===== src/hw/zsignals.sv =====
`timescale 1ns/1ps

module zsignals (
	input  logic fclk,
	input  logic arst_n,
	input  logic iorq_n,
	input  logic rd_n,
	input  logic wr_n,
	input  logic m1_n,
	output logic iord,
	output logic iowr,
	output logic iowr_s,
	output logic intack,
	output logic intack_end
);

	// strobes packed as {iorq_n, rd_n, wr_n, m1_n}
	logic [3:0] strb_s1;
	logic [3:0] strb_s2;
	logic       iowr_d;
	logic       intack_d;

	////////////////////////////////////////////////////////////
	// two-stage synchronizer
	////////////////////////////////////////////////////////////

	always_ff @(posedge fclk or negedge arst_n) begin
		if (!arst_n) begin
			strb_s1 <= 4'hF;
			strb_s2 <= 4'hF;
		end else begin
			strb_s1 <= {iorq_n, rd_n, wr_n, m1_n};
			strb_s2 <= strb_s1;
		end
	end

	// cycle decode in fclk domain
	assign iord   = !strb_s2[3] && !strb_s2[2] && strb_s2[0];
	assign iowr   = !strb_s2[3] && !strb_s2[1] && strb_s2[0];
	assign intack = !strb_s2[3] && !strb_s2[0];

	always_ff @(posedge fclk or negedge arst_n) begin
		if (!arst_n) begin
			iowr_d   <= 1'b0;
			intack_d <= 1'b0;
		end else begin
			iowr_d   <= iowr;
			intack_d <= intack;
		end
	end

	// edge pulses
	assign iowr_s     = iowr && !iowr_d;
	assign intack_end = intack_d && !intack;

	a_rd_vs_wr: assert property (@(posedge fclk) disable iff (!arst_n)
		!(iord && iowr));

endmodule


===== config.mk =====
export PLATFORM = sky130hd
export DESIGN_NAME = zsignals
export DESIGN_NICKNAME = d
export VERILOG_FILES = /design/src/hw/zsignals.sv
export SDC_FILE = /design/constraint.sdc
export NUM_CORES = 1
export LEC_CHECK = 0
export ABC_AREA = 1
export BUFFER_PORTS_ARGS = -buffer_cell sky130_fd_sc_hd__buf_2
export CORE_AREA = 2 2 39 41
export CTS_CLUSTER_SIZE = 10
export DETAILED_ROUTE_END_ITERATION = 12
export DIE_AREA = 0 0 41 43
export PLACE_DENSITY_LB_ADDON = 0.1
export RECOVER_POWER = 100
export SLEW_MARGIN = 20
export SYNTH_ARGS = -nofsm -noshare
export SYNTH_HDL_FRONTEND = slang
export SYNTH_SLANG_ARGS = --single-unit

===== constraint.sdc =====
create_clock -name fclk -period 1.3 [get_ports fclk]
set_input_delay 0.195 -clock fclk [delete_from_list [all_inputs] [get_ports fclk]]
set_output_delay 0.195 -clock fclk [all_outputs]
set_load 0.03 [all_outputs]

==> impl_metrics.json <==
{
  "die_height_um": 43,
  "clk_pin_slew_worst_paths_ns": 0.06,
  "power_density_nw_per_um2": 1358,
  "dp.cells": 44,
  "grt_pass1_vias": 171,
  "yosysWarnings": 0,
  "wirelength_um": 410,
  "crit_fanout": 3,
  "critPathRequiredTime_ns": 1.11,
  "syn_area_per_cell_um2": 16.47,
  "root_buffer": "clkbuf_4",
  "arrival_ns": 1.12,
  "area_delta_synth_final_pct": 45.15,
  "period_share_pct": 101.0,
  "gp_congestion": 0.5838,
  "postLayoutCoreUtil_pct": 31.10,
  "start_util_pct": 21.43,
  "port_buffers": 10,
  "grt_max_degree": 11,
  "syn_nets": 24,
  "preCtsSetupSlack_ns": 0.2083,
  "relSlewSlack_pct": 65.88,
  "drive_gt1_share_pct": 75.76,
  "hold_viol_final": 0,
  "end_kind": "primary output",
  "dpl.hpwl_um": 296.3,
  "intPower_mw": 0.4639,
  "min_period_ns": 1.312,
  "place_area_um2": 374.1,
  "ioPinCount": 11,
  "grt_pass1_wl_um": 683,
  "grt_setup_unrepaired": "true",
  "violations": "negative setup slack",
  "nFillCells": 153,
  "maxSlewViolCount": 0,
  "overflow": 0,
  "yosysTopAreaCell": "dfstp_2",
  "maxCapViolCount": 0,
  "max_freq_mhz": 761.9,
  "stdcell_count": 49,
  "seq_power_share_pct": 58.7,
  "clkPwrFrac_pct": 32.7,
  "core_um2": 1384,
  "synth_area_um2": 296.5,
  "netlist.area_leader.share_pct": 70.89,
  "p_sw_mw": 0.1208,
  "diodes": 0,
  "start_kind": "flip-flop",
  "synth_seq_area_share_pct": 87.76,
  "skew_ns": 0.0009647,
  "synth.area.top_cells": "dfstp_2, dfrtp_1, nor2_1",
  "final_common_cell": "dfstp_2",
  "fp-row-count": 14,
  "drtIter0Drc": 0,
  "insertion_delay_ns": 0.25,
  "layout_common_cells": "dfstp_2, buf_2, clkbuf_4, buf_4",
  "fp.dieW_um": 41,
  "vias": 178,
  "finalSetupViolations": 3,
  "status": "finished, violations left",
  "grt_antenna_before_repair": 0,
  "yosys.cell_types.count": 7,
  "track_usage_pct": 6.320,
  "postLayoutCellArea_um2": 430.4,
  "worstReg2RegStart": "strb_s2[3]$_DFF_PN1_",
  "combinationalPowerShare_pct": 8.6,
  "worstSetupPathType": "reg2out",
  "antenna_left": 0,
  "ir_drop_v": 0.0005346,
  "hold_path_class": "in2reg",
  "p_leak_nw": 0.2003,
  "cts_buffer_depth": 2,
  "min_from": "iorq_n",
  "cts_tree": "yes",
  "cp-endpoint": "iowr_s",
  "cts_made_buffers": 3,
  "syn_inst": 18,
  "dieArea_um2": 1763,
  "synth_seq_cells": 10,
  "finalPower_mw": 0.5847,
  "r2r_end": "iowr_d$_DFF_PN0_",
  "setup_ws_ns": -0.01245,
  "finalNetCount": 41,
  "rr_worst_depth": 3,
  "drc": 0,
  "swShare_pct": 20.65,
  "ff2ff_setup_slack_ns": 0.46,
  "tightest_slew_ns": 0.5118,
  "wire_per_inst_um": 8.367,
  "crit_start": "strb_s2[0]$_DFF_PN1_",
  "cts_sinks": 10,
  "vias_per_cell": 3.633,
  "h-tree-depth": 1,
  "first_pass_iters": 1
}
[through the flow]
step	hold WS, ns	TNS (ns)
floorplan	-0.1006	0
global placement	0.05590	0
detailed placement	0.06418	0
CTS	0.02795	-0.09724
global route	0.01856	-0.2693
finish	0.04138	-0.03235
[layer usage]
layer / routed length, µm / share of wire (%) / vias to the layer above / GRT usage, %
met5: 0 / 0 / - / 0
met4: 0 / 0 / 0 / 4.000
met3: 66 / 16 / 0 / 4.712
met2: 182 / 44 / 10 / 8.438
met1: 161 / 39 / 85 / 6.757
li1: - / - / 83 / -
[how the worst min path moves through the flow]
stage                      endpoint  depth (start not counted)
2_1_floorplan    intack_d$_DFF_PN0_                          0
3_3_place_gp       iowr_d$_DFF_PN0_                          1
3_5_place_dp       iowr_d$_DFF_PN0_                          1
4_1_cts        strb_s1[3]$_DFF_PN1_                          1
5_1_grt        strb_s1[1]$_DFF_PN1_                          1
6_report       strb_s1[3]$_DFF_PN1_                          1
[synthesized netlist by cell type (all sizes together)]
cell   instances
dfrtp          2
dfstp          8
inv            2
nand2          1
nor2           4
nor3b          1
[kinds of logic after synthesis]
group,after synthesis,share of synthesized area (%)
DFF,10,87.76
and+or+nand+nor,6,9.705
buffers and inverters,2,2.533
[power by group through the flow]
stage               Clock [mW]  Sequential, mW  Combinational (mW)
floorplan                    0           0.347              0.0218
global placement             0           0.348              0.0412
detailed placement           0           0.348              0.0421
CTS                      0.207           0.343              0.0523
global route             0.224           0.344              0.0560
finish                   0.191           0.343              0.0505
[repair_timing]
action,in CTS,in global routing
resized for setup,7,0
setup endpoints to repair,4,4
pin swaps,2,1
setup buffers,1,0
endpoints found under the hold margin,2,0
hold buffers,1,0
[registers in the layout, summed over array words and instances, names as in the netlist]
register / flops
strb_s1: 4
strb_s2: 4
intack_d: 1
iowr_d: 1
[critical path, cell delays in order, from the launching register on]
cell and delay [ns]:
dfstp_2 0.54, nand2_1 0.09, nor2_2 0.10, buf_6 0.13
[final cells by class]
cell class | instances | area, µm² | area share (%)
Sequential cell | 10 | 260.3 | 60.47
Timing Repair Buffer | 12 | 83.83 | 19.48
Multi-Input combinational cell | 6 | 36.28 | 8.430
Clock buffer | 3 | 22.52 | 5.233
Tap cell | 16 | 20.02 | 4.651
Inverter | 2 | 7.507 | 1.744
No activity file was read; power rests on OpenSTA's default activity.
