`src/hw/ts_pkg.sv`:
```
package ts_pkg;

	// raster geometry widths
	localparam int LINE_W = 9;
	localparam int HPOS_W = 9;

	////////////////////////////////////////////////////////////
	// port addresses
	////////////////////////////////////////////////////////////

	// #FE answers on any even address
	localparam logic [15:0] PORT_FE_MASK = 16'h0001;

	localparam logic [15:0] PORT_INTMASK = 16'h2AAF;
	localparam logic [15:0] PORT_IM2V    = 16'h2BAF;
	localparam logic [15:0] PORT_VINTL   = 16'h23AF;
	localparam logic [15:0] PORT_VINTH   = 16'h24AF;

	typedef enum logic [2:0] {
		SEL_NONE    = 3'd0,
		SEL_BORDER  = 3'd1,
		SEL_INTMASK = 3'd2,
		SEL_IM2V    = 3'd3,
		SEL_VINTL   = 3'd4,
		SEL_VINTH   = 3'd5
	} port_sel_e;

	////////////////////////////////////////////////////////////
	// interrupt sources
	////////////////////////////////////////////////////////////

	// value doubles as the mask bit index
	typedef enum logic {
		INT_FRM = 1'b0,
		INT_LIN = 1'b1
	} int_src_e;

	localparam logic [2:0] VEC_FRM = 3'd0;
	localparam logic [2:0] VEC_LIN = 3'd2;

endpackage

```
`src/hw/zint.sv`:
```
`timescale 1ns/1ps

module zint import ts_pkg::*; (
	input  logic       fclk,
	input  logic       arst_n,
	input  logic       frame_start,
	input  logic       line_match,
	input  logic [1:0] intmask,
	input  logic [7:0] im2v_base,
	input  logic       intack,
	input  logic       intack_end,
	output logic       int_n,
	output logic [7:0] vec,
	output logic       vec_en
);

	logic [1:0] pending;
	logic [1:0] active;
	logic [1:0] clr;
	int_src_e   chosen;
	int_src_e   served_src;
	logic       served_vld;

	assign active = pending & intmask;

	// frame has priority
	always_comb begin
		if (active[INT_FRM])
			chosen = INT_FRM;
		else
			chosen = INT_LIN;
	end

	always_comb begin
		clr = 2'b00;
		if (intack_end && served_vld)
			clr[served_src] = 1'b1;
	end

	////////////////////////////////////////////////////////////
	// pending flags and int_n
	////////////////////////////////////////////////////////////

	// new event wins over a same-cycle clear
	always_ff @(posedge fclk or negedge arst_n) begin
		if (!arst_n) begin
			pending <= 2'b00;
			int_n   <= 1'b1;
		end else begin
			pending <= (pending & ~clr) | {line_match, frame_start};
			int_n   <= !(|active);
		end
	end

	// source frozen for the whole acknowledge cycle
	always_ff @(posedge fclk or negedge arst_n) begin
		if (!arst_n) begin
			served_src <= INT_FRM;
			served_vld <= 1'b0;
		end else if (!intack) begin
			served_src <= chosen;
			served_vld <= |active;
		end
	end

	assign vec[7:3] = im2v_base[7:3];
	assign vec[2:0] = (served_src == INT_FRM) ? VEC_FRM : VEC_LIN;
	assign vec_en   = intack;

	a_mask_off: assert property (@(posedge fclk) disable iff (!arst_n)
		(intmask == 2'b00) |=> int_n);

endmodule

```
`config.mk`:
```
export PLATFORM = sky130hd
export DESIGN_NAME = zint
export DESIGN_NICKNAME = d
export VERILOG_FILES = /design/src/hw/ts_pkg.sv /design/src/hw/zint.sv
export SDC_FILE = /design/constraint.sdc
export NUM_CORES = 1
export LEC_CHECK = 0
export BUFFER_PORTS_ARGS = -buffer_cell sky130_fd_sc_hd__buf_2
export CAP_MARGIN = 10
export CORE_AREA = 2 2 39 41
export CTS_CLUSTER_DIAMETER = 150
export DETAILED_ROUTE_END_ITERATION = 6
export DIE_AREA = 0 0 41 43
export HOLD_SLACK_MARGIN = 0.12
export SYNTH_ARGS = -nofsm -noshare
export SYNTH_HDL_FRONTEND = slang
export SYNTH_SLANG_ARGS = --single-unit
```
`constraint.sdc`:
```
create_clock -name fclk -period 1.46 [get_ports fclk]
set_input_delay 0 -clock fclk [delete_from_list [all_inputs] [get_ports fclk]]
set_output_delay 0 -clock fclk [all_outputs]
set_load 0.03 [all_outputs]
```
==> metrics.md <==
| Metric | Value |
|---|---|
| Clk_lat worst skew | 230 ps |
| Vias in the first global route | roughly 220 |
| Finished Layout Cells | a little over 60 |
| Pwr Density | about 980 nW/um^2 |
| Initial core utilization | approximately a fifth |
| Root Driver | clkbuf_4 |
| Total CTS buffers | 3 |
| Area Growth Syn to Fin | 68.2% |
| All-Layer GR Usage | roughly 7.0% |
| Inst Count DP | 42 |
| Die width | around 40 um |
| Core Area | ~1400 sq um |
| RSZ-0062 raised after global routing | false |
| CTS tree | yes |
| H-tree Lvls | 1 |
| Clock transition at the registers of the reported paths | ~40 ps |
| Pre-antenna DRT Iters | 1 |
| Setup violations, final | 0 |
| # IOs | 26 |
| Fraction of registers with async set/reset | 100% |
| Min cycle time layout | ~1400 ps |
| CTS max path bufs | 2 |
| Worst slack, placed | 592 ps |
| Synth Register Bits | 5 |
| Max Fclk | a little over 700 MHz |
| Antenna Violating Nets Remaining | 0 |
| Ant diodes | 0 |
| Max-cap violations | 0 |
| CP endpoint kind | register |
| Synth warn | 0 |
| Synth top area share | 37.4% |
| Setup CP Type | reg2reg |
| Tot Pwr | roughly 0.44 mW |
| Layout net count | 62 |
| Largest cells by area after synthesis | dfrtp_1 37%, buf_4 25%, dfstp_2 9.8%, a22oi_2 4.7%, mux2_2 4.2% |
| Initial DRC Count | 0 |
| Hold crit path type | in2async |
| Drt drc | 0 |
| I/O Buffers | 10 |
| Max stage delay on crit path | between 600 and 700 ps |
| Synth Cell Area | between 200 and 300 sq um |
| Wire per inst | between 8 and 9 um |
| Global route overflow | 0 |
| Via Count | ~220 |
| Cell leakage power | 0.208 nW |
| Setup TNS | 0 ps |
| Yosys top cell by area | dfrtp_1 |
| Fin worst setup slack | approximately 73 ps |
| Most used DFF post-synth | dfrtp_1 |
| Mean area per synthesized cell | between 10 and 15 sq um |
| CP Launch Point | pending[0]$_DFF_PN0_ |
| Synth unique cells | 13 |
| Synthesized instance count | 24 |
| Crit Path Max Fanout | 3 |
| Final Core Density | between 30 and 40% |
| Share of post-route cells with drive strength above 1 | between 30% and 40% |
| Die Height | 43 um |
| CP Cell Sequence | a22oi_2 > dlygate4sd3_1 > mux2i_1 |
| Num rows | 14 |
| Most frequent cell after synthesis | buf_4 |
| Critical Path RT | 1570 ps |
| Final wirelength | roughly 520 um |
| Setup Skew | about 1.4 ps |
| Status | finished clean |
| Sink Count | 5 |
| Fin. Hold Viols | 0 |
| Reg2Reg Setup Slack | roughly 73 ps |
| Post-synthesis sequential area ratio | 47.2% |
| Global placement routability congestion | 0.559 |
| Antenna violations before repair | 0 |
| Synth top cells by count | 9 x buf_4, 4 x dfrtp_1 |
| First-pass GRT wire length | slightly below 800 um |
| Max rail drop VDD | 263 uV |
| Startpoint type of the worst setup path | register |
| R2r startpoint | pending[0]$_DFF_PN0_ |
| Largest net degree at the start of global routing | 5 |
| Die area | roughly 1800 sq um |
| Fin. max-slew vios | 0 |
| Post-synth EDFFs | 0 |
| Critical Path AT | about 1500 ps |
| Fin crit share | between 90 and 100% |
| Slowest-stage cell, CP | dlygate4sd3_1 |
| DR vias/cell | 3.54 |
timing repair:
action / in CTS / in global routing
hold buffers: 15 / 1
endpoints found under the hold margin: 15 / 1
setup buffers: 0 / 0
resized for setup: 0 / 0
setup endpoints to repair: 0 / 1
cell families after synthesis:
kind of cell | after synthesis | share of synthesized area (%)
AO/OA/AOI/OAI | 3 | 10.7
buffers and inverters | 10 | 26.6
flip-flops | 5 | 47.2
multiplexers | 2 | 7.94
other | 1 | 1.40
AND/OR/NAND/NOR | 3 | 6.07
path summary, 6_finish.rpt:
check | cells after the start | endpoint
worst min register to register | 1 | pending[0]$_DFF_PN0_
worst max-delay path | 3 | served_vld$_DFFE_PN0N_
worst min-delay path | 2 | int_n$_DFF_PN1_
worst max register to register | 3 | served_vld$_DFFE_PN0N_
max in group asynchronous | 3 | pending[0]$_DFF_PN0_
min in group fclk | 3 | pending[0]$_DFF_PN0_
registers in the layout, summed over array words and instances (netlist names):
name        cells
int_n           1
pending         2
served_src      1
served_vld      1
report_power, final:
part | switching [mW] | leakage, nW | internal [mW] | total [mW]
clock network | 0.0496 | 0.0150 | 0.103 | 0.152
logic | 0.0636 | 0.141 | 0.0579 | 0.122
registers | 0.0105 | 0.0518 | 0.158 | 0.168
total | 0.124 | 0.208 | 0.318 | 0.442
cell type report:
| type | instances | area, sq um |
|---|---|---|
| fillers | 147 | 933 |
| flip-flops and latches | 5 | 126 |
| clock buffers | 4 | 26.3 |
| well taps | 16 | 20.0 |
| inverters | 1 | 3.75 |
| repair buffers | 25 | 200 |
| multi-input cells | 10 | 73.8 |
per-layer routing:
metal  up-vias  part of all wire (%)  track usage (%)
li1        111                     -                -
met1        97                    35             6.19
met2         8                    55             10.9
met3         0                   9.4             4.71
met4         0                     0             4.00
met5         -                     0                0
placed cells by master, fill, tap and decap left out:
cell type and count:
dlygate4sd3_1 15, buf_2 10, dfrtp_1 4, clkbuf_4 3
conb_1 2, nand3_1 1, a21o_1 1, a22oi_2 1
nand3b_1 1, a21o_2 1, inv_1 1, mux2i_1 1
nand2_1 1, mux2_2 1, clkbuf_1 1, dfstp_2 1
per-stage QoR:
| step | hold slack [ps] | area (sq um) |
|---|---|---|
| 2_1_floorplan | -296 | 272 |
| 3_3_place_gp | -183 | 274 |
| 3_5_place_dp | -180 | 274 |
| 4_1_cts | 229 | 450 |
| 5_1_grt | 236 | 450 |
| 6_report | 235 | 450 |
worst max-delay path: cells and delay by family, from the launching register on:
family / cells / cell delay (ps)
buffers and inverters: 1 / 610
AO/OA/AOI/OAI: 1 / 180
flip-flops: 1 / 390
multiplexers: 1 / 90
Note: power is estimated with default switching activity, not from simulation.
