## src/hw/ts_pkg.sv

```systemverilog
package ts_pkg;

	// raster geometry widths
	localparam int LINE_W = 9;
	localparam int HPOS_W = 9;

	////////////////////////////////////////////////////////////
	// port addresses
	////////////////////////////////////////////////////////////

	// #FE answers on any even address
	localparam logic [15:0] PORT_FE_MASK = 16'h0001;

	localparam logic [15:0] PORT_INTMASK = 16'h2AAF;
	localparam logic [15:0] PORT_IM2V    = 16'h2BAF;
	localparam logic [15:0] PORT_VINTL   = 16'h23AF;
	localparam logic [15:0] PORT_VINTH   = 16'h24AF;

	typedef enum logic [2:0] {
		SEL_NONE    = 3'd0,
		SEL_BORDER  = 3'd1,
		SEL_INTMASK = 3'd2,
		SEL_IM2V    = 3'd3,
		SEL_VINTL   = 3'd4,
		SEL_VINTH   = 3'd5
	} port_sel_e;

	////////////////////////////////////////////////////////////
	// interrupt sources
	////////////////////////////////////////////////////////////

	// value doubles as the mask bit index
	typedef enum logic {
		INT_FRM = 1'b0,
		INT_LIN = 1'b1
	} int_src_e;

	localparam logic [2:0] VEC_FRM = 3'd0;
	localparam logic [2:0] VEC_LIN = 3'd2;

endpackage

```

## src/hw/zports.sv

```systemverilog
`timescale 1ns/1ps

module zports import ts_pkg::*; (
	input  logic              fclk,
	input  logic              arst_n,
	input  logic [15:0]       a,
	input  logic [7:0]        din,
	input  logic              iowr_s,
	input  logic              iord,
	output logic [7:0]        dout,
	output logic              dout_en,
	output logic [1:0]        intmask,
	output logic [7:0]        im2v_base,
	output logic [LINE_W-1:0] vint_line,
	output logic [2:0]        border,
	output logic              beep
);

	port_sel_e sel;
	logic      wr_q;

	////////////////////////////////////////////////////////////
	// address decode
	////////////////////////////////////////////////////////////

	always_comb begin
		if (a == PORT_INTMASK)
			sel = SEL_INTMASK;
		else if (a == PORT_IM2V)
			sel = SEL_IM2V;
		else if (a == PORT_VINTL)
			sel = SEL_VINTL;
		else if (a == PORT_VINTH)
			sel = SEL_VINTH;
		else if ((a & PORT_FE_MASK) == 16'h0000)
			sel = SEL_BORDER;
		else
			sel = SEL_NONE;
	end

	// write lands one cycle after the strobe pulse
	always_ff @(posedge fclk or negedge arst_n) begin
		if (!arst_n)
			wr_q <= 1'b0;
		else
			wr_q <= iowr_s;
	end

	////////////////////////////////////////////////////////////
	// registers
	////////////////////////////////////////////////////////////

	always_ff @(posedge fclk or negedge arst_n) begin
		if (!arst_n) begin
			intmask   <= '0;
			im2v_base <= '0;
			vint_line <= '0;
			border    <= '0;
			beep      <= 1'b0;
		end else if (wr_q) begin
			case (sel)
				SEL_BORDER: begin
					border <= din[2:0];
					beep   <= din[4];
				end
				SEL_INTMASK: intmask <= din[1:0];
				SEL_IM2V:    im2v_base <= din;
				SEL_VINTL:   vint_line[7:0] <= din;
				SEL_VINTH:   vint_line[LINE_W-1:8] <= din[LINE_W-9:0];
				default: ;
			endcase
		end
	end

	// readback, zero-extended
	always_comb begin
		case (sel)
			SEL_INTMASK: dout = {6'b0, intmask};
			SEL_IM2V:    dout = im2v_base;
			SEL_VINTL:   dout = vint_line[7:0];
			SEL_VINTH:   dout = 8'(vint_line[LINE_W-1:8]);
			default:     dout = 8'h00;
		endcase
	end

	assign dout_en = iord && (sel inside {SEL_INTMASK, SEL_IM2V, SEL_VINTL, SEL_VINTH});

	// readable registers all sit at #xxAF
	a_rd_mapped: assert property (@(posedge fclk) disable iff (!arst_n)
		dout_en |-> (a[7:0] == 8'hAF));

endmodule

```

## config.mk

```make
export PLATFORM = sky130hd
export DESIGN_NAME = zports
export DESIGN_NICKNAME = d
export VERILOG_FILES = /design/src/hw/ts_pkg.sv /design/src/hw/zports.sv
export SDC_FILE = /design/constraint.sdc
export NUM_CORES = 1
export LEC_CHECK = 0
export ABC_CLOCK_PERIOD_IN_PS = 1800
export BUFFER_PORTS_ARGS = -buffer_cell sky130_fd_sc_hd__buf_2
export CAP_MARGIN = 10
export CORE_MARGIN = 3
export CORE_UTILIZATION = 45
export DETAILED_ROUTE_END_ITERATION = 12
export PLACE_DENSITY = 0.79
export RECOVER_POWER = 50
export SYNTH_ARGS = -nofsm -noshare
export SYNTH_HDL_FRONTEND = slang
export SYNTH_SLANG_ARGS = --single-unit
```

## constraint.sdc

```tcl
create_clock -name fclk -period 1.8 [get_ports fclk]
set_clock_uncertainty 0.05 [all_clocks]
set_input_delay 0.36 -clock fclk [delete_from_list [all_inputs] [get_ports fclk]]
set_output_delay 0.36 -clock fclk [all_outputs]
set_load 0.01 [all_outputs]
```

==> results.toml, run 1 <==
[global_route]
grt_remaining_overflow = 0
grt_max_degree = 25
antenna_found_initial = 0
first_global_vias = 1166
grt_pass1_wl_um = 5450
grt_use_total_pct = 21.2

[run_status]
status = "finished, violations left"
violations = "negative setup slack"

[worst_setup_path]
endpoint_kind = "output pin"
crit_required_ns = 1.39
regToRegStartpoint = "wr_q"
crit_fanout = 2
reg2reg_slack_ns = 0.19
setup.worst_path.class = "flop to output pin"
ff2ff_path_depth = 3
worstPathArrival_ns = 1.48
cpMaxStageDelayCell = "dfrtp_1"
endpoint = "dout[0]"
r2r-end = "im2v_base[1]"
critPathLaunch = "im2v_base[0]"
start_kind = "flop"
slowest_delay_ns = 0.41
cp_cell_sequence = "mux2_4 -> a22oi_2 -> a2bb2oi_2 -> nor2_1 -> buf_2"

[die]
core_area_mm2 = 0.00252
die_width_um = 58.2
die_h_um = 58.2
ios = 60
dieArea_mm2 = 0.00338
start_util_pct = 48.6
core.rowCount = 18

[detailed_routing]
routed_wl_um = 3440
drt_iter0_drc = 19
via_per_inst = 5.39
ant_nets = 0
dr.pass1.iters = 4
wl_per_cell_um = 17.1
vias = 1083
remaining_drc_errors = 0

[finish]
drive_above_1_share_pct = 66.1
layoutNonFillerInstCount = 201
finalNetCount = 200
layout_common_cells = "buf_2 (46), dfrtp_1 (24), buf_4 (18), mux2_2 (16)"
area_growth_pct = 45.0
design_area_mm2 = 0.00178
fill_cells = 180
utilization_pct = 70.4
diodes = 0
layout_commonest_cell = "buf_2"

[job]
maxCapViolCount = 0

[placed_design]
placed_cell_area_mm2 = 0.00160
numPortBuffers = 59
dpl.hpwl_um = 2520
dp_worst_setup_slack_ns = -0.184
dp_cells = 185
routabilityCongestion = 0.771

[sta]
final-max-slew-violation-count = 0
slew_headroom_pct = 60.7
setup_tns_ns = -0.0898
worst_pin_slew_ns = 0.590
fin_crit_sh_pct = 105
rsz0062_at_grt = "yes"
setup_viol = 1
max_freq_ghz = 0.529
fin_ws_ns = -0.0898
finalHoldViolations = 0
fin_crit_ns = 1.89

[logic_synthesis]
yosys.area.top_type = "dfrtp_1"
avgSynthCellArea_um2 = 13.5
yosysSeqAreaShare_pct = 49.0
syn_area_mm2 = 0.00122
ys_warn_count = 0
ys_types = 25
ys_ff_latch = 24
yosys-top-cells-area = "dfrtp_1 (49%), mux2_2 (16%), mux2_4 (9.8%), mux2i_1 (4.9%), nor2_1 (3.1%)"
synth_cells = 91
syn-num-nets = 119
netlist.area_leader.share_pct = 49.0

[pwr]
powerDensity_mw_per_mm2 = 546
worst_ir_drop_vdd_uv = 506
power_frac_comb_pct = 13.3
switching_share_pct = 23.6
power_frac_clock_pct = 28.9
internal-power_uw = 742
p_sw_uw = 229
p_seq_share_pct = 57.9
p_leak_uw = 0.000953

[clocking]
cts_tree = "yes"
htreeDepth = 1
clk_latency_ns = 0.31
cts_buffer_depth = 2
cts_buffers = 3
path_clk_slew_ns = 0.12
cts.sinks = 24
cts_root_buf = "clkbuf_4"

[min_path]
hold_class = "input pin to flop"
==> synth_stat cells <==
cell / n
nor3_1: 2
nor4_1: 1
mux2_4: 8
nand3b_1: 1
dfrtp_1: 24
a2bb2oi_1: 1
clkbuf_1: 1
nor4b_1: 1
and4bb_2: 2
o22a_1: 1
buf_6: 1
nor4_4: 1
and2b_1: 1
nor2_1: 10
or4_4: 1
a22oi_1: 2
or2_2: 1
mux2_2: 17
and4b_1: 1
o21ai_0: 1
nand3_4: 1
mux2i_1: 6
nand2b_1: 3
inv_1: 2
buf_2: 1
==> repair_timing <==
item	CTS	global route
resized for setup	8	7
hold buffers	1	0
endpoints found under the hold margin	24	0
pin swaps	7	9
buffers inserted	8	3
setup endpoints to repair	8	9
==> routing by layer <==
metal | track usage [%] | wire [um]
met1 | 24.3 | 1320
met2 | 36.1 | 1830
met3 | 4.23 | 178
met4 | 12.9 | 119
met5 | 0 | 0
==> metrics by stage <==
| stage | power (uW) | hold WS, ns |
|---|---|---|
| 4_1_cts | 979 | 0.0821 |
| 3_5_place_dp | 693 | 0.324 |
| 2_1_floorplan | 616 | 0.0144 |
| 3_3_place_gp | 686 | 0.309 |
| 5_1_grt | 1020 | 0.0728 |
| 6_report | 970 | 0.0949 |
==> state kept, by name, indices dropped and copies added, names as in the netlist <==
register / cells
beep: 1
im2v_base: 8
wr_q: 1
intmask: 2
border: 3
vint_line: 9
==> layout make-up <==
type,instances,area [um2],area share (%)
tap,30,37.5,2.11
sequential,24,601,33.8
inverter,2,7.51,0.423
timing repair buffer,79,459,25.8
multi-input combinational,62,636,35.8
clock buffer,4,36.3,2.04
==> worst max-delay path, delay by kind of cell (launching register included) <==
family	cells	cell delay, ns
AO/OA/AOI/OAI	2	0.30
buffers and inverters	1	0.14
flip-flops	1	0.41
multiplexers	1	0.27
AND/OR/NAND/NOR	1	0.05
==> power by group through the flow <==
| stage | Sequential, uW | Clock (uW) | Combinational [uW] |
|---|---|---|---|
| 4_1_cts | 561 | 293 | 125 |
| 3_3_place_gp | 570 | 0 | 116 |
| 6_report | 562 | 280 | 129 |
| 5_1_grt | 563 | 314 | 139 |
| 3_5_place_dp | 572 | 0 | 122 |
| 2_1_floorplan | 577 | 0 | 38.7 |
==> how the worst min path moves through the flow <==
stage                     startpoint          to  depth (start not counted)
final                         iowr_s        wr_q                          1
after global placement        arst_n   border[0]                          1
after floorplan               arst_n        beep                          0
after CTS                     iowr_s        wr_q                          1
after global routing          iowr_s        wr_q                          1
after detailed placement      arst_n  intmask[0]                          1
==> cell families after synthesis <==
| family | Yosys count | share of synthesized area (%) |
|---|---|---|
| AO/OA/AOI/OAI | 5 | 3.06 |
| flip-flops | 24 | 49.0 |
| multiplexers | 31 | 30.3 |
| AND/OR/NAND/NOR | 26 | 15.3 |
| buffers and inverters | 5 | 2.25 |
(Power assumes the default switching activity.)
==> run 2, diff against run 1 <==
Settings changed: CORE_ASPECT_RATIO from default to 1.25.
==> run 2 against run 1 <==
The run still ends with negative setup slack left; clock power up 38%; global-route usage is 0.85 points lower; final cell count did not move; utilization grew 2.1 points; critical path type unchanged; largest cell class unchanged; highest routed layer unchanged.
==> results.toml, run 2 (same netlist as run 1, synthesis figures left out) <==
[worst_setup_path]
crit_fanout = 2
path_delay_family = "flip-flops"
endpoint_kind = "output pin"
setup.worst_path.class = "flop to output pin"
cpMaxStageDelayCell = "dfrtp_1"
crit_required_ns = 1.39
worstPathArrival_ns = 1.48
reg2reg_slack_ns = 0.17
crit_buf_inv = 1
start_kind = "flop"
critPathLaunch = "vint_line[0]"
cp_cell_sequence = "mux2_4 -> a22oi_2 -> a2bb2oi_2 -> nor2_1 -> buf_2"
regToRegStartpoint = "wr_q"
slowest_delay_ns = 0.41

[global_route]
grt_remaining_overflow = 0
grt_use_total_pct = 20.3
grt_max_degree = 25
antenna_found_initial = 0
first_global_vias = 1090
grt_pass1_wl_um = 5100

[sta]
slew_headroom_pct = 61.2
final-max-slew-violation-count = 0
setup_tns_ns = -0.0882
worst_pin_slew_ns = 0.581
setup_viol = 1
finalHoldViolations = 0
fin_ws_ns = -0.0882
fin_crit_ns = 1.89
rsz0062_at_grt = "yes"
fin_crit_sh_pct = 105
max_freq_ghz = 0.530

[detailed_routing]
drt_iter0_drc = 22
remaining_drc_errors = 0
wl_per_cell_um = 15.9
routed_wl_um = 3190
dr.pass1.iters = 4
ant_nets = 0
via_per_inst = 5.12
vias = 1029

[finish]
fill_cells = 187
utilization_pct = 72.6
finalNetCount = 197
layout_commonest_cell = "buf_2"
reg.largest.list = "vint_line (9), im2v_base (8), border (3)"
diodes = 0
drive_above_1_share_pct = 67.3
regMostFlops = "vint_line"
final-seq-area_um2 = 601
layout_common_cells = "buf_2 (44), dfrtp_1 (24), buf_4 (16), mux2_2 (15), mux2_4 (10)"
design_area_mm2 = 0.00182
area_growth_pct = 48.2
multiInputGateArea_um2 = 653
largest_register_ffs = 9

[die]
start_util_pct = 49.0
dieArea_mm2 = 0.00339
die_width_um = 52.7
die_h_um = 64.3
ios = 60
core_area_mm2 = 0.00250
core.rowCount = 20

[pwr]
power_frac_clock_pct = 35.9
switching_share_pct = 21.5
internal-power_uw = 846
worst_ir_drop_vdd_uv = 592
powerDensity_mw_per_mm2 = 593
power_frac_comb_pct = 12.1
p_total_uw = 1080
p_leak_uw = 0.000962
p_sw_uw = 231
p_seq_share_pct = 52.0

[placed_design]
dpl.hpwl_um = 2290
routabilityCongestion = 0.796
placed_cell_area_mm2 = 0.00162
dp_worst_setup_slack_ns = -0.139
numPortBuffers = 59

[clocking]
path_clk_slew_ns = 0.14
cts_tree = "yes"
htreeDepth = 1
cts_buffer_depth = 2
cts.sinks = 24
cts_root_buf = "clkbuf_4"
cts_buffers = 3
clk_latency_ns = 0.30

[min_path]
hp-start = "iowr_s"
hold_class = "input pin to flop"

[job]
maxCapViolCount = 0

[run_status]
status = "finished, violations left"
violations = "negative setup slack"
run 2: layer usage:
metal | vias up | share of wire [%] | global-route usage (%)
met1 | 507 | 40 | 23.8
met4 | 0 | 2.4 | 9.27
met3 | 6 | 4.9 | 3.26
li1 | 484 | - | -
met2 | 32 | 52 | 35.1
met5 | - | 0 | 0
run 2: area by class of cell:
type                       instances  area share (%)
clock inverter                     1            1.65
multi-input combinational         62            36.0
sequential                        24            33.1
tap                               33            2.27
clock buffer                       3            1.24
inverter                           2           0.414
timing repair buffer              76            25.4
run 2: power groups by stage:
stage	clock (uW)	combinational, uW	sequential [uW]
floorplan	0	38.7	577
global placement	0	119	570
detailed placement	0	123	570
CTS	391	126	560
global route	416	142	563
finish	387	130	560
run 2: per-stage QoR:
step,std cells,hold slack (ns)
finish,201,0.103
CTS,199,0.101
detailed placement,190,0.317
floorplan,91,0.0144
global placement,190,0.312
global route,201,0.0832
run 2: repair_timing:
action / CTS / global route
hold buffers: 1 / 0
resized for setup: 6 / 16
buffers inserted: 4 / 2
setup endpoints to repair: 8 / 9
hold endpoints to repair: 24 / 0
pin swaps: 6 / 7
run 2: final timing paths:
path	end	depth (start not counted)
worst max-delay path	dout[0]	5
worst min-delay path	wr_q	1
worst max register to register	im2v_base[2]	3
worst min register to register	border[0]	1
max in group asynchronous	vint_line[4]	2
min in group asynchronous	vint_line[6]	2
==> run 3, diff against run 2 <==
Settings changed: CORE_MARGIN 3 to default, RECOVER_POWER 50 to 100, SETUP_SLACK_MARGIN from default to 0.5.
==> run 3 against run 2 <==
The run still ends with negative setup slack left; utilization is 4.8 points higher; worst setup slack worse by 0.0086 ns; global-route usage is 4.5 points higher; register-to-register slack is essentially flat; non-clock buffer count is 14 higher; count of clock-buffer cells in the layout unchanged; critical path type unchanged.
==> results.toml, run 3 (same netlist as run 1, synthesis figures left out) <==
[clocking]
htreeDepth = 1
clk_latency_ns = 0.31
path_clk_slew_ns = 0.12
cts_tree = "yes"
cts_buffer_depth = 2
cts.sinks = 24
cts_buffers = 3
cts_root_buf = "clkbuf_4"

[sta]
fin_crit_sh_pct = 105
rsz0062_at_grt = "yes"
max_freq_ghz = 0.527
final-max-slew-violation-count = 0
slew_headroom_pct = 60.5
worst_pin_slew_ns = 0.592
setup_viol = 16
fin_ws_ns = -0.0968
finalHoldViolations = 0
fin_crit_ns = 1.90

[worst_setup_path]
cpMaxStageDelayCell = "dfrtp_1"
slowest_delay_ns = 0.41
cp_cell_sequence = "mux2_4 -> a22oi_2 -> a2bb2oi_1 -> nor2_1 -> buf_2"
start_kind = "flop"
setup.worst_path.class = "flop to output pin"
crit_fanout = 2
endpoint_kind = "output pin"
worstPathArrival_ns = 1.49
path_delay_family = "flip-flops"
crit_buf_inv = 1
crit_required_ns = 1.39

[global_route]
grt_remaining_overflow = 0
grt_use_total_pct = 24.8
grt_max_degree = 25
first_global_vias = 1125
antenna_found_initial = 0
grt_pass1_wl_um = 5430

[finish]
layout_common_cells = "buf_2 (28), dfrtp_1 (24), clkbuf_1 (23), mux2_4 (21), buf_4 (17)"
drive_above_1_share_pct = 61.3
layoutNonFillerInstCount = 214
largest_register_ffs = 9
utilization_pct = 77.4
diodes = 0
finalNetCount = 211
area_growth_pct = 58.0
regMostFlops = "vint_line"
reg.largest.list = "vint_line (9), im2v_base (8), border (3)"
layout_commonest_cell = "buf_2"

[detailed_routing]
drt_iter0_drc = 10
ant_nets = 0
wl_per_cell_um = 16.8
dr.pass1.iters = 2
vias = 1099
via_per_inst = 5.14
remaining_drc_errors = 0
routed_wl_um = 3600

[placed_design]
routabilityCongestion = 0.770
dpl.hpwl_um = 2250
dp_cells = 189
numPortBuffers = 59

[pwr]
power_frac_comb_pct = 15.5
p_sw_uw = 231
switching_share_pct = 24.7
worst_ir_drop_vdd_uv = 424
powerDensity_mw_per_mm2 = 484
internal-power_uw = 705
p_seq_share_pct = 60.0
power_frac_clock_pct = 24.6
p_total_uw = 936
p_leak_uw = 0.000978

[die]
die_width_um = 48.7
ios = 60
die_h_um = 60.3
core.rowCount = 20
core_area_mm2 = 0.00250
dieArea_mm2 = 0.00294
start_util_pct = 49.0

[min_path]
hold_class = "input pin to flop"

[run_status]
status = "finished, violations left"
violations = "negative setup slack"

[job]
maxCapViolCount = 0
==> run 3: worst paths after layout <==
check / start / end / slack, ns / depth (start not counted)
worst max register to register: wr_q / im2v_base[4] / 0.18 / 3
worst min register to register: border[2] / border[2] / 0.48 / 1
worst max-delay path: vint_line[0] / dout[0] / -0.1 / 5
min in group asynchronous: arst_n / im2v_base[7] / 0.52 / 2
max in group asynchronous: arst_n / wr_q / 0.79 / 2
worst min-delay path: iowr_s / wr_q / 0.11 / 1
==> run 3: power by group through the flow <==
stage	combinational, uW	clock (uW)	sequential (uW)
floorplan	40.4	0	577
global route	155	255	563
finish	145	230	561
global placement	118	0	570
detailed placement	123	0	572
CTS	139	227	561
==> run 3: worst register-to-register path, stage by stage (launching register included) <==
cell     delay (ns)
dfrtp_1        0.40
inv_2          0.09
or4_4          0.64
mux2_4         0.34
==> run 3: area by class of cell <==
class,instances,area (um2)
tap,33,41.3
clock buffer,3,22.5
inverter,2,7.51
timing repair buffer,90,571
multi-input combinational,62,693
fill,181,567
sequential,24,601
==> run 3: timing repair <==
action | in CTS | in global routing
endpoints found under the setup margin | 28 | 48
hold buffers | 1 | 0
setup buffers | 5 | 16
pin swaps | 12 | 7
endpoints found under the hold margin | 24 | 0
gates resized for setup | 26 | 17
==> run 3: through the flow <==
step | worst slack (ns) | setup TNS (ns) | hold WS (ns) | area (um2)
final | -0.0968 | -0.760 | 0.109 | 1940
after detailed placement | -0.155 | -1.88 | 0.315 | 1650
after floorplan | -0.00962 | -0.108 | 0.0144 | 1280
after global routing | -0.163 | -1.44 | 0.0941 | 1940
after CTS | -0.0753 | -0.130 | 0.116 | 1850
after global placement | -0.118 | -1.49 | 0.307 | 1650
==> run 3: layer usage <==
layer  vias to the layer above  track usage (%)  part of all wire, %
met4                         0             10.9                  1.9
met1                       527             29.7                   40
met3                         7             4.01                  5.3
met2                        55             44.6                   53
met5                         -                0                    0
li1                        510                -                    -
