**src/hw/ts_pkg.sv**
```systemverilog
package ts_pkg;

	// raster geometry widths
	localparam int LINE_W = 9;
	localparam int HPOS_W = 9;

	////////////////////////////////////////////////////////////
	// port addresses
	////////////////////////////////////////////////////////////

	// #FE answers on any even address
	localparam logic [15:0] PORT_FE_MASK = 16'h0001;

	localparam logic [15:0] PORT_INTMASK = 16'h2AAF;
	localparam logic [15:0] PORT_IM2V    = 16'h2BAF;
	localparam logic [15:0] PORT_VINTL   = 16'h23AF;
	localparam logic [15:0] PORT_VINTH   = 16'h24AF;

	typedef enum logic [2:0] {
		SEL_NONE    = 3'd0,
		SEL_BORDER  = 3'd1,
		SEL_INTMASK = 3'd2,
		SEL_IM2V    = 3'd3,
		SEL_VINTL   = 3'd4,
		SEL_VINTH   = 3'd5
	} port_sel_e;

	////////////////////////////////////////////////////////////
	// interrupt sources
	////////////////////////////////////////////////////////////

	// value doubles as the mask bit index
	typedef enum logic {
		INT_FRM = 1'b0,
		INT_LIN = 1'b1
	} int_src_e;

	localparam logic [2:0] VEC_FRM = 3'd0;
	localparam logic [2:0] VEC_LIN = 3'd2;

endpackage

```
**src/hw/raster_timer.sv**
```systemverilog
`timescale 1ns/1ps

module raster_timer import ts_pkg::*; #(
	parameter int H_TOTAL = 448,
	parameter int V_TOTAL = 320
) (
	input  logic              fclk,
	input  logic              arst_n,
	input  logic [LINE_W-1:0] vint_line,
	output logic              frame_start,
	output logic              line_match
);

	logic [HPOS_W-1:0] hcnt;
	logic [LINE_W-1:0] vcnt;
	logic              line_end;

	assign line_end = (hcnt == HPOS_W'(H_TOTAL - 1));

	////////////////////////////////////////////////////////////
	// tick and line counters
	////////////////////////////////////////////////////////////

	always_ff @(posedge fclk or negedge arst_n) begin
		if (!arst_n) begin
			hcnt <= '0;
			vcnt <= '0;
		end else if (line_end) begin
			hcnt <= '0;
			if (vcnt == LINE_W'(V_TOTAL - 1))
				vcnt <= '0;
			else
				vcnt <= vcnt + 1'b1;
		end else begin
			hcnt <= hcnt + 1'b1;
		end
	end

	// events at tick 0
	// line numbers past the frame are never reached by vcnt
	assign frame_start = (hcnt == '0) && (vcnt == '0);
	assign line_match  = (hcnt == '0) && (vcnt == vint_line);

endmodule

```
**config.mk**
```make
export PLATFORM = sky130hd
export DESIGN_NAME = raster_timer
export DESIGN_NICKNAME = d
export VERILOG_FILES = /design/src/hw/ts_pkg.sv /design/src/hw/raster_timer.sv
export SDC_FILE = /design/constraint.sdc
export NUM_CORES = 1
export LEC_CHECK = 0
export ABC_AREA = 0
export BUFFER_PORTS_ARGS = -buffer_cell sky130_fd_sc_hd__buf_2
export CORE_MARGIN = 3
export CORE_UTILIZATION = 40
export CTS_BUF_LIST = sky130_fd_sc_hd__clkbuf_4 sky130_fd_sc_hd__clkbuf_8 sky130_fd_sc_hd__clkbuf_16
export DETAILED_ROUTE_END_ITERATION = 8
export GPL_TIMING_DRIVEN = 0
export PLACE_DENSITY = 0.66
export SYNTH_ARGS = -nofsm -noshare
export SYNTH_HDL_FRONTEND = slang
export SYNTH_SLANG_ARGS = --single-unit
export TNS_END_PERCENT = 20
```
**constraint.sdc**
```tcl
create_clock -name fclk -period 2.44 [get_ports fclk]
set_input_delay 0.732 -clock fclk [delete_from_list [all_inputs] [get_ports fclk]]
set_output_delay 0.732 -clock fclk [all_outputs]
set_load 0.005 [all_outputs]
```
==> impl_metrics.xml, run 1 <==
<?xml version="1.0" encoding="UTF-8"?>
<metrics>
  <group name="global_routing">
    <metric name="grt_max_degree" unit="">19</metric>
    <metric name="vias_in_the_first_global_route" unit="">834</metric>
    <metric name="grt_antenna_before_repair" unit="">0</metric>
    <metric name="groute.usage.overall" unit="%">14.4</metric>
    <metric name="globalRoute.totalOverflow" unit="">0</metric>
    <metric name="grt_first_pass_wirelength" unit="um">3730</metric>
  </group>
  <group name="floorplanning">
    <metric name="io_pins" unit="">13</metric>
    <metric name="starting_utilization_of_the_core_area" unit="%">43.0</metric>
    <metric name="die-area" unit="mm^2">0.00337</metric>
    <metric name="core" unit="mm^2">0.00252</metric>
    <metric name="fp-row-count" unit="">18</metric>
    <metric name="chipHeight" unit="um">58.0</metric>
    <metric name="floorplan.die.width" unit="um">58.0</metric>
  </group>
  <group name="routing">
    <metric name="route.detailed.drc" unit="">0</metric>
    <metric name="finalWirelength" unit="um">2060</metric>
    <metric name="routed_wire_length_per_instance" unit="um">13.5</metric>
    <metric name="vias" unit="">847</metric>
    <metric name="via_per_inst" unit="">5.54</metric>
    <metric name="drtPass1Iterations" unit="">4</metric>
    <metric name="detail-route-antenna-nets" unit="">0</metric>
    <metric name="drt_iter0_markers" unit="">22</metric>
  </group>
  <group name="worst_setup_path">
    <metric name="worst_r2r_path_depth" unit="">6</metric>
    <metric name="crit_start" unit="">vcnt[4]</metric>
    <metric name="arrival" unit="ns">1.93</metric>
    <metric name="critPathLaunchType" unit="">flop</metric>
    <metric name="worst_r2r_setup_slack" unit="ns">0.51</metric>
    <metric name="critical_path.reg2reg.endpoint" unit="">vcnt[8]</metric>
    <metric name="crit_path_end_kind" unit="">output port</metric>
    <metric name="critical_r2r_launch" unit="">hcnt[0]</metric>
    <metric name="required" unit="ns">1.71</metric>
    <metric name="endpoint" unit="">line_match</metric>
    <metric name="timing.critical_path.slowest_cell_delay" unit="ns">0.55</metric>
    <metric name="maximum_fanout_encountered_on_the_critical_timing_path" unit="">6</metric>
    <metric name="worst_path_slowest_cell" unit="">sky130_fd_sc_hd__or4_4</metric>
    <metric name="worst_setup_path_class" unit="">flop to output port</metric>
    <metric name="worstPathCellList" unit="">xnor2_1 -&gt; nand4_1 -&gt; or4_4 -&gt; nor4_4 -&gt; buf_2</metric>
  </group>
  <group name="timing">
    <metric name="skew" unit="ns">0.00816</metric>
    <metric name="relative_max_transition_margin" unit="%">73.5</metric>
    <metric name="timing_hold_violations_final" unit="">0</metric>
    <metric name="setup_viol" unit="">1</metric>
    <metric name="fin_crit_sh" unit="%">109</metric>
    <metric name="rsz0062_at_grt" unit="">true</metric>
    <metric name="post-route-min-period" unit="ns">2.66</metric>
    <metric name="worst_hold_slack" unit="ns">0.339</metric>
    <metric name="fin_ws" unit="ns">-0.218</metric>
    <metric name="timing_max_transition_violations_final" unit="">0</metric>
    <metric name="tightestPinTransition" unit="ns">0.397</metric>
    <metric name="max_clock_freq" unit="MHz">376</metric>
  </group>
  <group name="synthesis">
    <metric name="cell_count_after_synthesis" unit="">107</metric>
    <metric name="netlist-cell-type-count" unit="">36</metric>
    <metric name="synth.ff_latch_count" unit="">18</metric>
    <metric name="mean_instance_size_in_the_synthesized_netlist" unit="um^2">10.1</metric>
    <metric name="ys.warnings.count" unit="">0</metric>
    <metric name="post_synth_main_area_contributors" unit="">sky130_fd_sc_hd__dfrtp_1 (42%), sky130_fd_sc_hd__xnor2_1 (6.5%), sky130_fd_sc_hd__xor2_1 (5.7%)</metric>
    <metric name="synth_top_cell_area_share" unit="%">41.6</metric>
    <metric name="synth_sequential_area_ratio" unit="%">41.6</metric>
    <metric name="synth_largest_area_cell" unit="">sky130_fd_sc_hd__dfrtp_1</metric>
    <metric name="post_synth_instance_area" unit="mm^2">0.00108</metric>
    <metric name="synth.net_count" unit="">122</metric>
  </group>
  <group name="layout">
    <metric name="design.final.nets" unit="">139</metric>
    <metric name="stdcell_area" unit="mm^2">0.00125</metric>
    <metric name="area_delta_synth_final" unit="%">15.7</metric>
    <metric name="antenna-diode-count" unit="">0</metric>
    <metric name="mostFrequentLayoutCell" unit="">sky130_fd_sc_hd__dfrtp_1</metric>
    <metric name="mostFrequentLayoutCells" unit="">sky130_fd_sc_hd__dfrtp_1 (18), sky130_fd_sc_hd__buf_2 (12), sky130_fd_sc_hd__nand2_1 (8)</metric>
    <metric name="layout-drive-gt1-share" unit="%">26.8</metric>
    <metric name="utilization" unit="%">49.7</metric>
    <metric name="n_fill_cell" unit="">231</metric>
  </group>
  <group name="clock_tree">
    <metric name="clkTransAtPathRegs" unit="ns">0.11</metric>
    <metric name="cts-buffers-inserted" unit="">3</metric>
    <metric name="cts_root_buf" unit="">sky130_fd_sc_hd__clkbuf_4</metric>
    <metric name="worst_skew_pair.late_latency" unit="ns">0.30</metric>
    <metric name="cts_htree_levels" unit="">1</metric>
    <metric name="cts.sinks" unit="">18</metric>
    <metric name="clockBufferDepth" unit="">2</metric>
    <metric name="cts_tree" unit="">done</metric>
    <metric name="cts_hold_buffers" unit="">0</metric>
  </group>
  <group name="status">
    <metric name="outcome" unit="">finished, violations left</metric>
    <metric name="violations" unit="">setup timing</metric>
  </group>
  <group name="place">
    <metric name="gp_congestion" unit="">0.835</metric>
    <metric name="placed_cell_area" unit="mm^2">0.00118</metric>
    <metric name="dpl.hpwl" unit="um">1560</metric>
    <metric name="placement.io_buffers" unit="">12</metric>
  </group>
  <group name="power">
    <metric name="p_leak" unit="nW">0.596</metric>
    <metric name="irDropWorstVdd" unit="mV">0.358</metric>
    <metric name="power.density" unit="mW/mm^2">403</metric>
  </group>
  <group name="min_path">
    <metric name="hold_class" unit="">input port to asynchronous set/reset pin</metric>
  </group>
  <group name="job">
    <metric name="number_of_maximum_capacitance_constraint_violations" unit="">0</metric>
  </group>
</metrics>
area by class of cell:
cell class / count / area, um^2 / share of cell area [%]
inverters: 5 / 18.8 / 1.50
multi-input cells: 79 / 602 / 48.0
clock buffers: 4 / 36.3 / 2.89
plain buffers: 3 / 33.8 / 2.69
well taps: 30 / 37.5 / 2.99
flip-flops and latches: 18 / 450 / 35.9
repair buffers: 14 / 75.1 / 5.99
per-stage QoR:
step                      TNS, ns  power [W]  cells  setup slack [ns]
after detailed placement  -0.0759   0.000326    149           -0.0759
final                      -0.218   0.000505    153            -0.218
after CTS                  -0.217   0.000513    153            -0.217
after global placement    -0.0531   0.000325    149           -0.0531
after global routing       -0.356   0.000532    153            -0.356
after floorplan                 0   0.000310    107             0.161
how the worst min path moves through the flow:
| stage | start | end | slack, ns | cells after the start |
|---|---|---|---|---|
| 2_1_floorplan | arst_n | hcnt[0] | 0.44 | 0 |
| 3_3_place_gp | hcnt[5] | hcnt[5] | 0.51 | 1 |
| 5_1_grt | arst_n | hcnt[4] | 0.36 | 1 |
| 4_1_cts | arst_n | hcnt[4] | 0.35 | 1 |
| 3_5_place_dp | hcnt[5] | hcnt[5] | 0.51 | 1 |
| 6_report | arst_n | hcnt[4] | 0.34 | 1 |
power by group:
| group | total, W | leakage [nW] | internal, W | switching, W |
|---|---|---|---|---|
| logic | 0.0000228 | 0.338 | 0.0000102 | 0.0000126 |
| registers | 0.000298 | 0.237 | 0.000298 | 0 |
| clock network | 0.000184 | 0.0210 | 0.0000910 | 0.0000934 |
routing by layer:
layer  GRT usage [%]  up-vias  routed length [um]
met1            19.7      405                 962
li1                -      420                   -
met2            21.1       16                 963
met4            4.64        0                  38
met3            5.35        6                  96
met5               0        -                   0
what timing repair did:
item / in CTS / in global routing
setup endpoints to repair: 1 / 1
pin swaps: 1 / 0
gates cloned: 0 / 0
setup buffers: 2 / 0
resized for setup: 3 / 3
synth_stat cells:
cell / n
sky130_fd_sc_hd__o21bai_1: 1
sky130_fd_sc_hd__dfrtp_1: 18
sky130_fd_sc_hd__nor4b_2: 1
sky130_fd_sc_hd__a41o_1: 1
sky130_fd_sc_hd__nand4b_1: 1
sky130_fd_sc_hd__ha_1: 4
sky130_fd_sc_hd__a22o_1: 1
sky130_fd_sc_hd__nor2_1: 5
sky130_fd_sc_hd__and4_1: 2
sky130_fd_sc_hd__xor2_1: 7
sky130_fd_sc_hd__a21o_1: 2
sky130_fd_sc_hd__clkbuf_1: 2
sky130_fd_sc_hd__nand2_4: 1
sky130_fd_sc_hd__nor4_1: 2
sky130_fd_sc_hd__nor3_1: 2
sky130_fd_sc_hd__mux2_2: 1
sky130_fd_sc_hd__nor4_2: 1
sky130_fd_sc_hd__xnor2_1: 8
sky130_fd_sc_hd__and2_2: 2
sky130_fd_sc_hd__inv_1: 5
sky130_fd_sc_hd__nand4_1: 5
sky130_fd_sc_hd__and3_1: 2
sky130_fd_sc_hd__nand2_1: 8
sky130_fd_sc_hd__buf_6: 3
sky130_fd_sc_hd__a21oi_1: 1
sky130_fd_sc_hd__nand3_1: 5
sky130_fd_sc_hd__or4_1: 2
sky130_fd_sc_hd__a211oi_1: 1
sky130_fd_sc_hd__o21ai_0: 5
sky130_fd_sc_hd__and4b_2: 1
sky130_fd_sc_hd__a22o_2: 1
sky130_fd_sc_hd__a31oi_1: 1
sky130_fd_sc_hd__nor2b_1: 1
sky130_fd_sc_hd__a41oi_1: 1
sky130_fd_sc_hd__o41ai_1: 1
sky130_fd_sc_hd__o31ai_1: 2
logic make-up (layout without fill, tap and decap cells):
logic type               after synthesis  in the layout  synth area share [%]
flip-flops                            18             18                  41.6
multiplexers                           1              1                  1.04
XOR/XNOR                              15             15                  12.1
AO/OA/AOI/OAI                         18             18                  11.8
AND/OR/NAND/NOR                       41             41                  23.3
adder cells (fa/ha/maj)                4              4                  4.62
buffers and inverters                 10             26                  5.54
sequential cells by signal, indices dropped and copies added (netlist names):
signal,count
vcnt,9
hcnt,9
critical path, delay by kind of cell (launching register included):
kind          cells  cell delay [ns]
xor+xnor          1             0.20
flops             1             0.49
buf+inv           1             0.14
simple gates      3             0.79
Note: power is estimated with default switching activity, not from simulation.
==> inputs of run 2 (changes only) <==
--- a/config.mk
+++ b/config.mk
@@ -13,6 +13,7 @@
 export DETAILED_ROUTE_END_ITERATION = 8
 export GPL_TIMING_DRIVEN = 0
 export PLACE_DENSITY = 0.66
+export SKIP_CTS_REPAIR_TIMING = 1
 export SYNTH_ARGS = -nofsm -noshare
 export SYNTH_HDL_FRONTEND = slang
 export SYNTH_SLANG_ARGS = --single-unit
==> impl_metrics.xml, run 2 (same netlist as run 1, synthesis figures left out) <==
<?xml version="1.0" encoding="UTF-8"?>
<metrics>
  <group name="floorplanning">
    <metric name="floorplan.die.width" unit="um">58.0</metric>
    <metric name="starting_utilization_of_the_core_area" unit="%">43.0</metric>
    <metric name="die-area" unit="mm^2">0.00337</metric>
    <metric name="chipHeight" unit="um">58.0</metric>
    <metric name="io_pins" unit="">13</metric>
    <metric name="core" unit="mm^2">0.00252</metric>
    <metric name="fp-row-count" unit="">18</metric>
  </group>
  <group name="global_routing">
    <metric name="vias_in_the_first_global_route" unit="">819</metric>
    <metric name="globalRoute.totalOverflow" unit="">0</metric>
    <metric name="grt_antenna_before_repair" unit="">0</metric>
    <metric name="groute.usage.overall" unit="%">14.4</metric>
    <metric name="grt_first_pass_wirelength" unit="um">3730</metric>
    <metric name="grt_max_degree" unit="">19</metric>
  </group>
  <group name="worst_setup_path">
    <metric name="worst_setup_path_class" unit="">flop to output port</metric>
    <metric name="critPathLaunchType" unit="">flop</metric>
    <metric name="arrival" unit="ns">1.98</metric>
    <metric name="worst_path_slowest_cell" unit="">sky130_fd_sc_hd__dfrtp_1</metric>
    <metric name="worstPathCellList" unit="">inv_2 -&gt; ha_1 -&gt; nor4b_4 -&gt; nand2_2 -&gt; or4_4 -&gt; nor4_4 -&gt; buf_2</metric>
    <metric name="required" unit="ns">1.71</metric>
    <metric name="crit_path_end_kind" unit="">output port</metric>
    <metric name="maximum_fanout_encountered_on_the_critical_timing_path" unit="">5</metric>
    <metric name="timing.critical_path.slowest_cell_delay" unit="ns">0.44</metric>
  </group>
  <group name="timing">
    <metric name="setup_viol" unit="">1</metric>
    <metric name="fin_crit_sh" unit="%">111</metric>
    <metric name="timing_max_transition_violations_final" unit="">0</metric>
    <metric name="relative_max_transition_margin" unit="%">73.5</metric>
    <metric name="tightestPinTransition" unit="ns">0.397</metric>
    <metric name="rsz0062_at_grt" unit="">true</metric>
    <metric name="timing_hold_violations_final" unit="">0</metric>
    <metric name="skew" unit="ns">0.00748</metric>
    <metric name="fin_ws" unit="ns">-0.268</metric>
    <metric name="post-route-min-period" unit="ns">2.71</metric>
    <metric name="max_clock_freq" unit="MHz">369</metric>
    <metric name="worst_hold_slack" unit="ns">0.337</metric>
  </group>
  <group name="power">
    <metric name="irDropWorstVdd" unit="mV">0.348</metric>
    <metric name="clkPwrFrac" unit="%">36.5</metric>
    <metric name="power.density" unit="mW/mm^2">396</metric>
    <metric name="power.internal" unit="W">0.000399</metric>
    <metric name="p_leak" unit="nW">0.605</metric>
    <metric name="switching_power_of_the_nets" unit="W">0.000106</metric>
    <metric name="power.share.switching" unit="%">20.9</metric>
    <metric name="combinationalPowerShare" unit="%">4.4</metric>
    <metric name="share_seq_of_total_power" unit="%">59.1</metric>
    <metric name="power" unit="W">0.000504</metric>
  </group>
  <group name="layout">
    <metric name="area_delta_synth_final" unit="%">17.4</metric>
    <metric name="layout-drive-gt1-share" unit="%">29.4</metric>
    <metric name="utilization" unit="%">50.4</metric>
    <metric name="n_fill_cell" unit="">229</metric>
    <metric name="mostFrequentLayoutCell" unit="">sky130_fd_sc_hd__dfrtp_1</metric>
    <metric name="largest_registers" unit="">hcnt: 9 flops, vcnt: 9 flops</metric>
    <metric name="design.final.nets" unit="">142</metric>
    <metric name="mostFrequentLayoutCells" unit="">sky130_fd_sc_hd__dfrtp_1 (17), sky130_fd_sc_hd__buf_2 (12), sky130_fd_sc_hd__xnor2_1 (8)</metric>
    <metric name="antenna-diode-count" unit="">0</metric>
    <metric name="total_area_of_multi_input_combinational_cells" unit="um^2">597</metric>
    <metric name="sequential_cell_area" unit="um^2">452</metric>
  </group>
  <group name="clock_tree">
    <metric name="cts-buffers-inserted" unit="">3</metric>
    <metric name="clkTransAtPathRegs" unit="ns">0.10</metric>
    <metric name="cts_tree" unit="">done</metric>
    <metric name="worst_skew_pair.late_latency" unit="ns">0.30</metric>
    <metric name="cts_root_buf" unit="">sky130_fd_sc_hd__clkbuf_4</metric>
    <metric name="cts.sinks" unit="">18</metric>
    <metric name="cts_htree_levels" unit="">1</metric>
    <metric name="clockBufferDepth" unit="">2</metric>
  </group>
  <group name="min_path">
    <metric name="hold_class" unit="">input port to asynchronous set/reset pin</metric>
  </group>
  <group name="routing">
    <metric name="drt_iter0_markers" unit="">16</metric>
    <metric name="detail-route-antenna-nets" unit="">0</metric>
    <metric name="finalWirelength" unit="um">2110</metric>
    <metric name="route.detailed.drc" unit="">0</metric>
    <metric name="drtPass1Iterations" unit="">4</metric>
    <metric name="routed_wire_length_per_instance" unit="um">13.6</metric>
    <metric name="via_per_inst" unit="">5.56</metric>
    <metric name="vias" unit="">868</metric>
  </group>
  <group name="status">
    <metric name="outcome" unit="">finished, violations left</metric>
    <metric name="violations" unit="">setup timing</metric>
  </group>
  <group name="place">
    <metric name="gp_congestion" unit="">0.835</metric>
    <metric name="placement.io_buffers" unit="">12</metric>
    <metric name="dpl.hpwl" unit="um">1560</metric>
    <metric name="dp_slack" unit="ns">-0.0759</metric>
  </group>
  <group name="job">
    <metric name="number_of_maximum_capacitance_constraint_violations" unit="">0</metric>
  </group>
</metrics>
-- run 2: cell types whose count changed in the layout (fill, tap and decap cells not counted) --
cell,delta
sky130_fd_sc_hd__nand2_1,-1
sky130_fd_sc_hd__xnor2_2,-1
sky130_fd_sc_hd__dfrtp_1,-1
sky130_fd_sc_hd__dfrtp_2,+1
sky130_fd_sc_hd__xnor2_1,+1
sky130_fd_sc_hd__buf_4,+3
sky130_fd_sc_hd__nand2_2,+1
-- run 2: worst max-delay path, delay by kind of cell (launching register included) --
family,cells,cell delay (ns)
and+or+nand+nor,4,0.88
adders and majority gates,1,0.14
buffers and inverters,2,0.22
DFF,1,0.44
-- run 2: routing by layer --
| layer | GRT usage [%] | wire length (um) | up-vias |
|---|---|---|---|
| met5 | 0 | 0 | - |
| met4 | 4.64 | 38 | 0 |
| met3 | 5.35 | 77 | 6 |
| met2 | 20.6 | 982 | 17 |
| met1 | 19.9 | 1020 | 420 |
| li1 | - | - | 425 |
-- run 2: through the flow --
stage | instances | cell area [um^2] | setup TNS (ns)
6_report | 156 | 1270 | -0.268
5_1_grt | 156 | 1270 | -0.412
4_1_cts | 153 | 1220 | -0.427
3_5_place_dp | 149 | 1180 | -0.0759
3_3_place_gp | 149 | 1180 | -0.0531
2_1_floorplan | 107 | 1080 | 0
-- run 2: path summary, 6_finish.rpt --
check	start	end	slack (ns)	cells past startpoint
worst min register to register	hcnt[5]	hcnt[5]	0.52	1
worst max register to register	hcnt[0]	vcnt[8]	0.50	6
min in group fclk	hcnt[5]	hcnt[5]	0.52	1
worst max-delay path	hcnt[1]	line_match	-0.27	7
worst min-delay path	arst_n	hcnt[4]	0.34	1
max in group asynchronous	arst_n	hcnt[0]	1.80	1
-- run 2: power by group through the flow --
stage	Sequential, W	Combinational (W)	Clock (W)
after floorplan	0.000304	0.00000599	0
after detailed placement	0.000304	0.0000217	0
after global placement	0.000304	0.0000206	0
after CTS	0.000298	0.0000217	0.000193
after global routing	0.000298	0.0000256	0.000208
final	0.000298	0.0000221	0.000184
-- run 2: cell type report --
class | count | share of cell area (%)
Clock buffer | 4 | 2.85
Buffer | 3 | 2.65
Multi-Input combinational cell | 79 | 46.9
Sequential cell | 18 | 35.5
Tap cell | 30 | 2.95
Inverter | 5 | 1.47
Timing Repair Buffer | 17 | 7.67
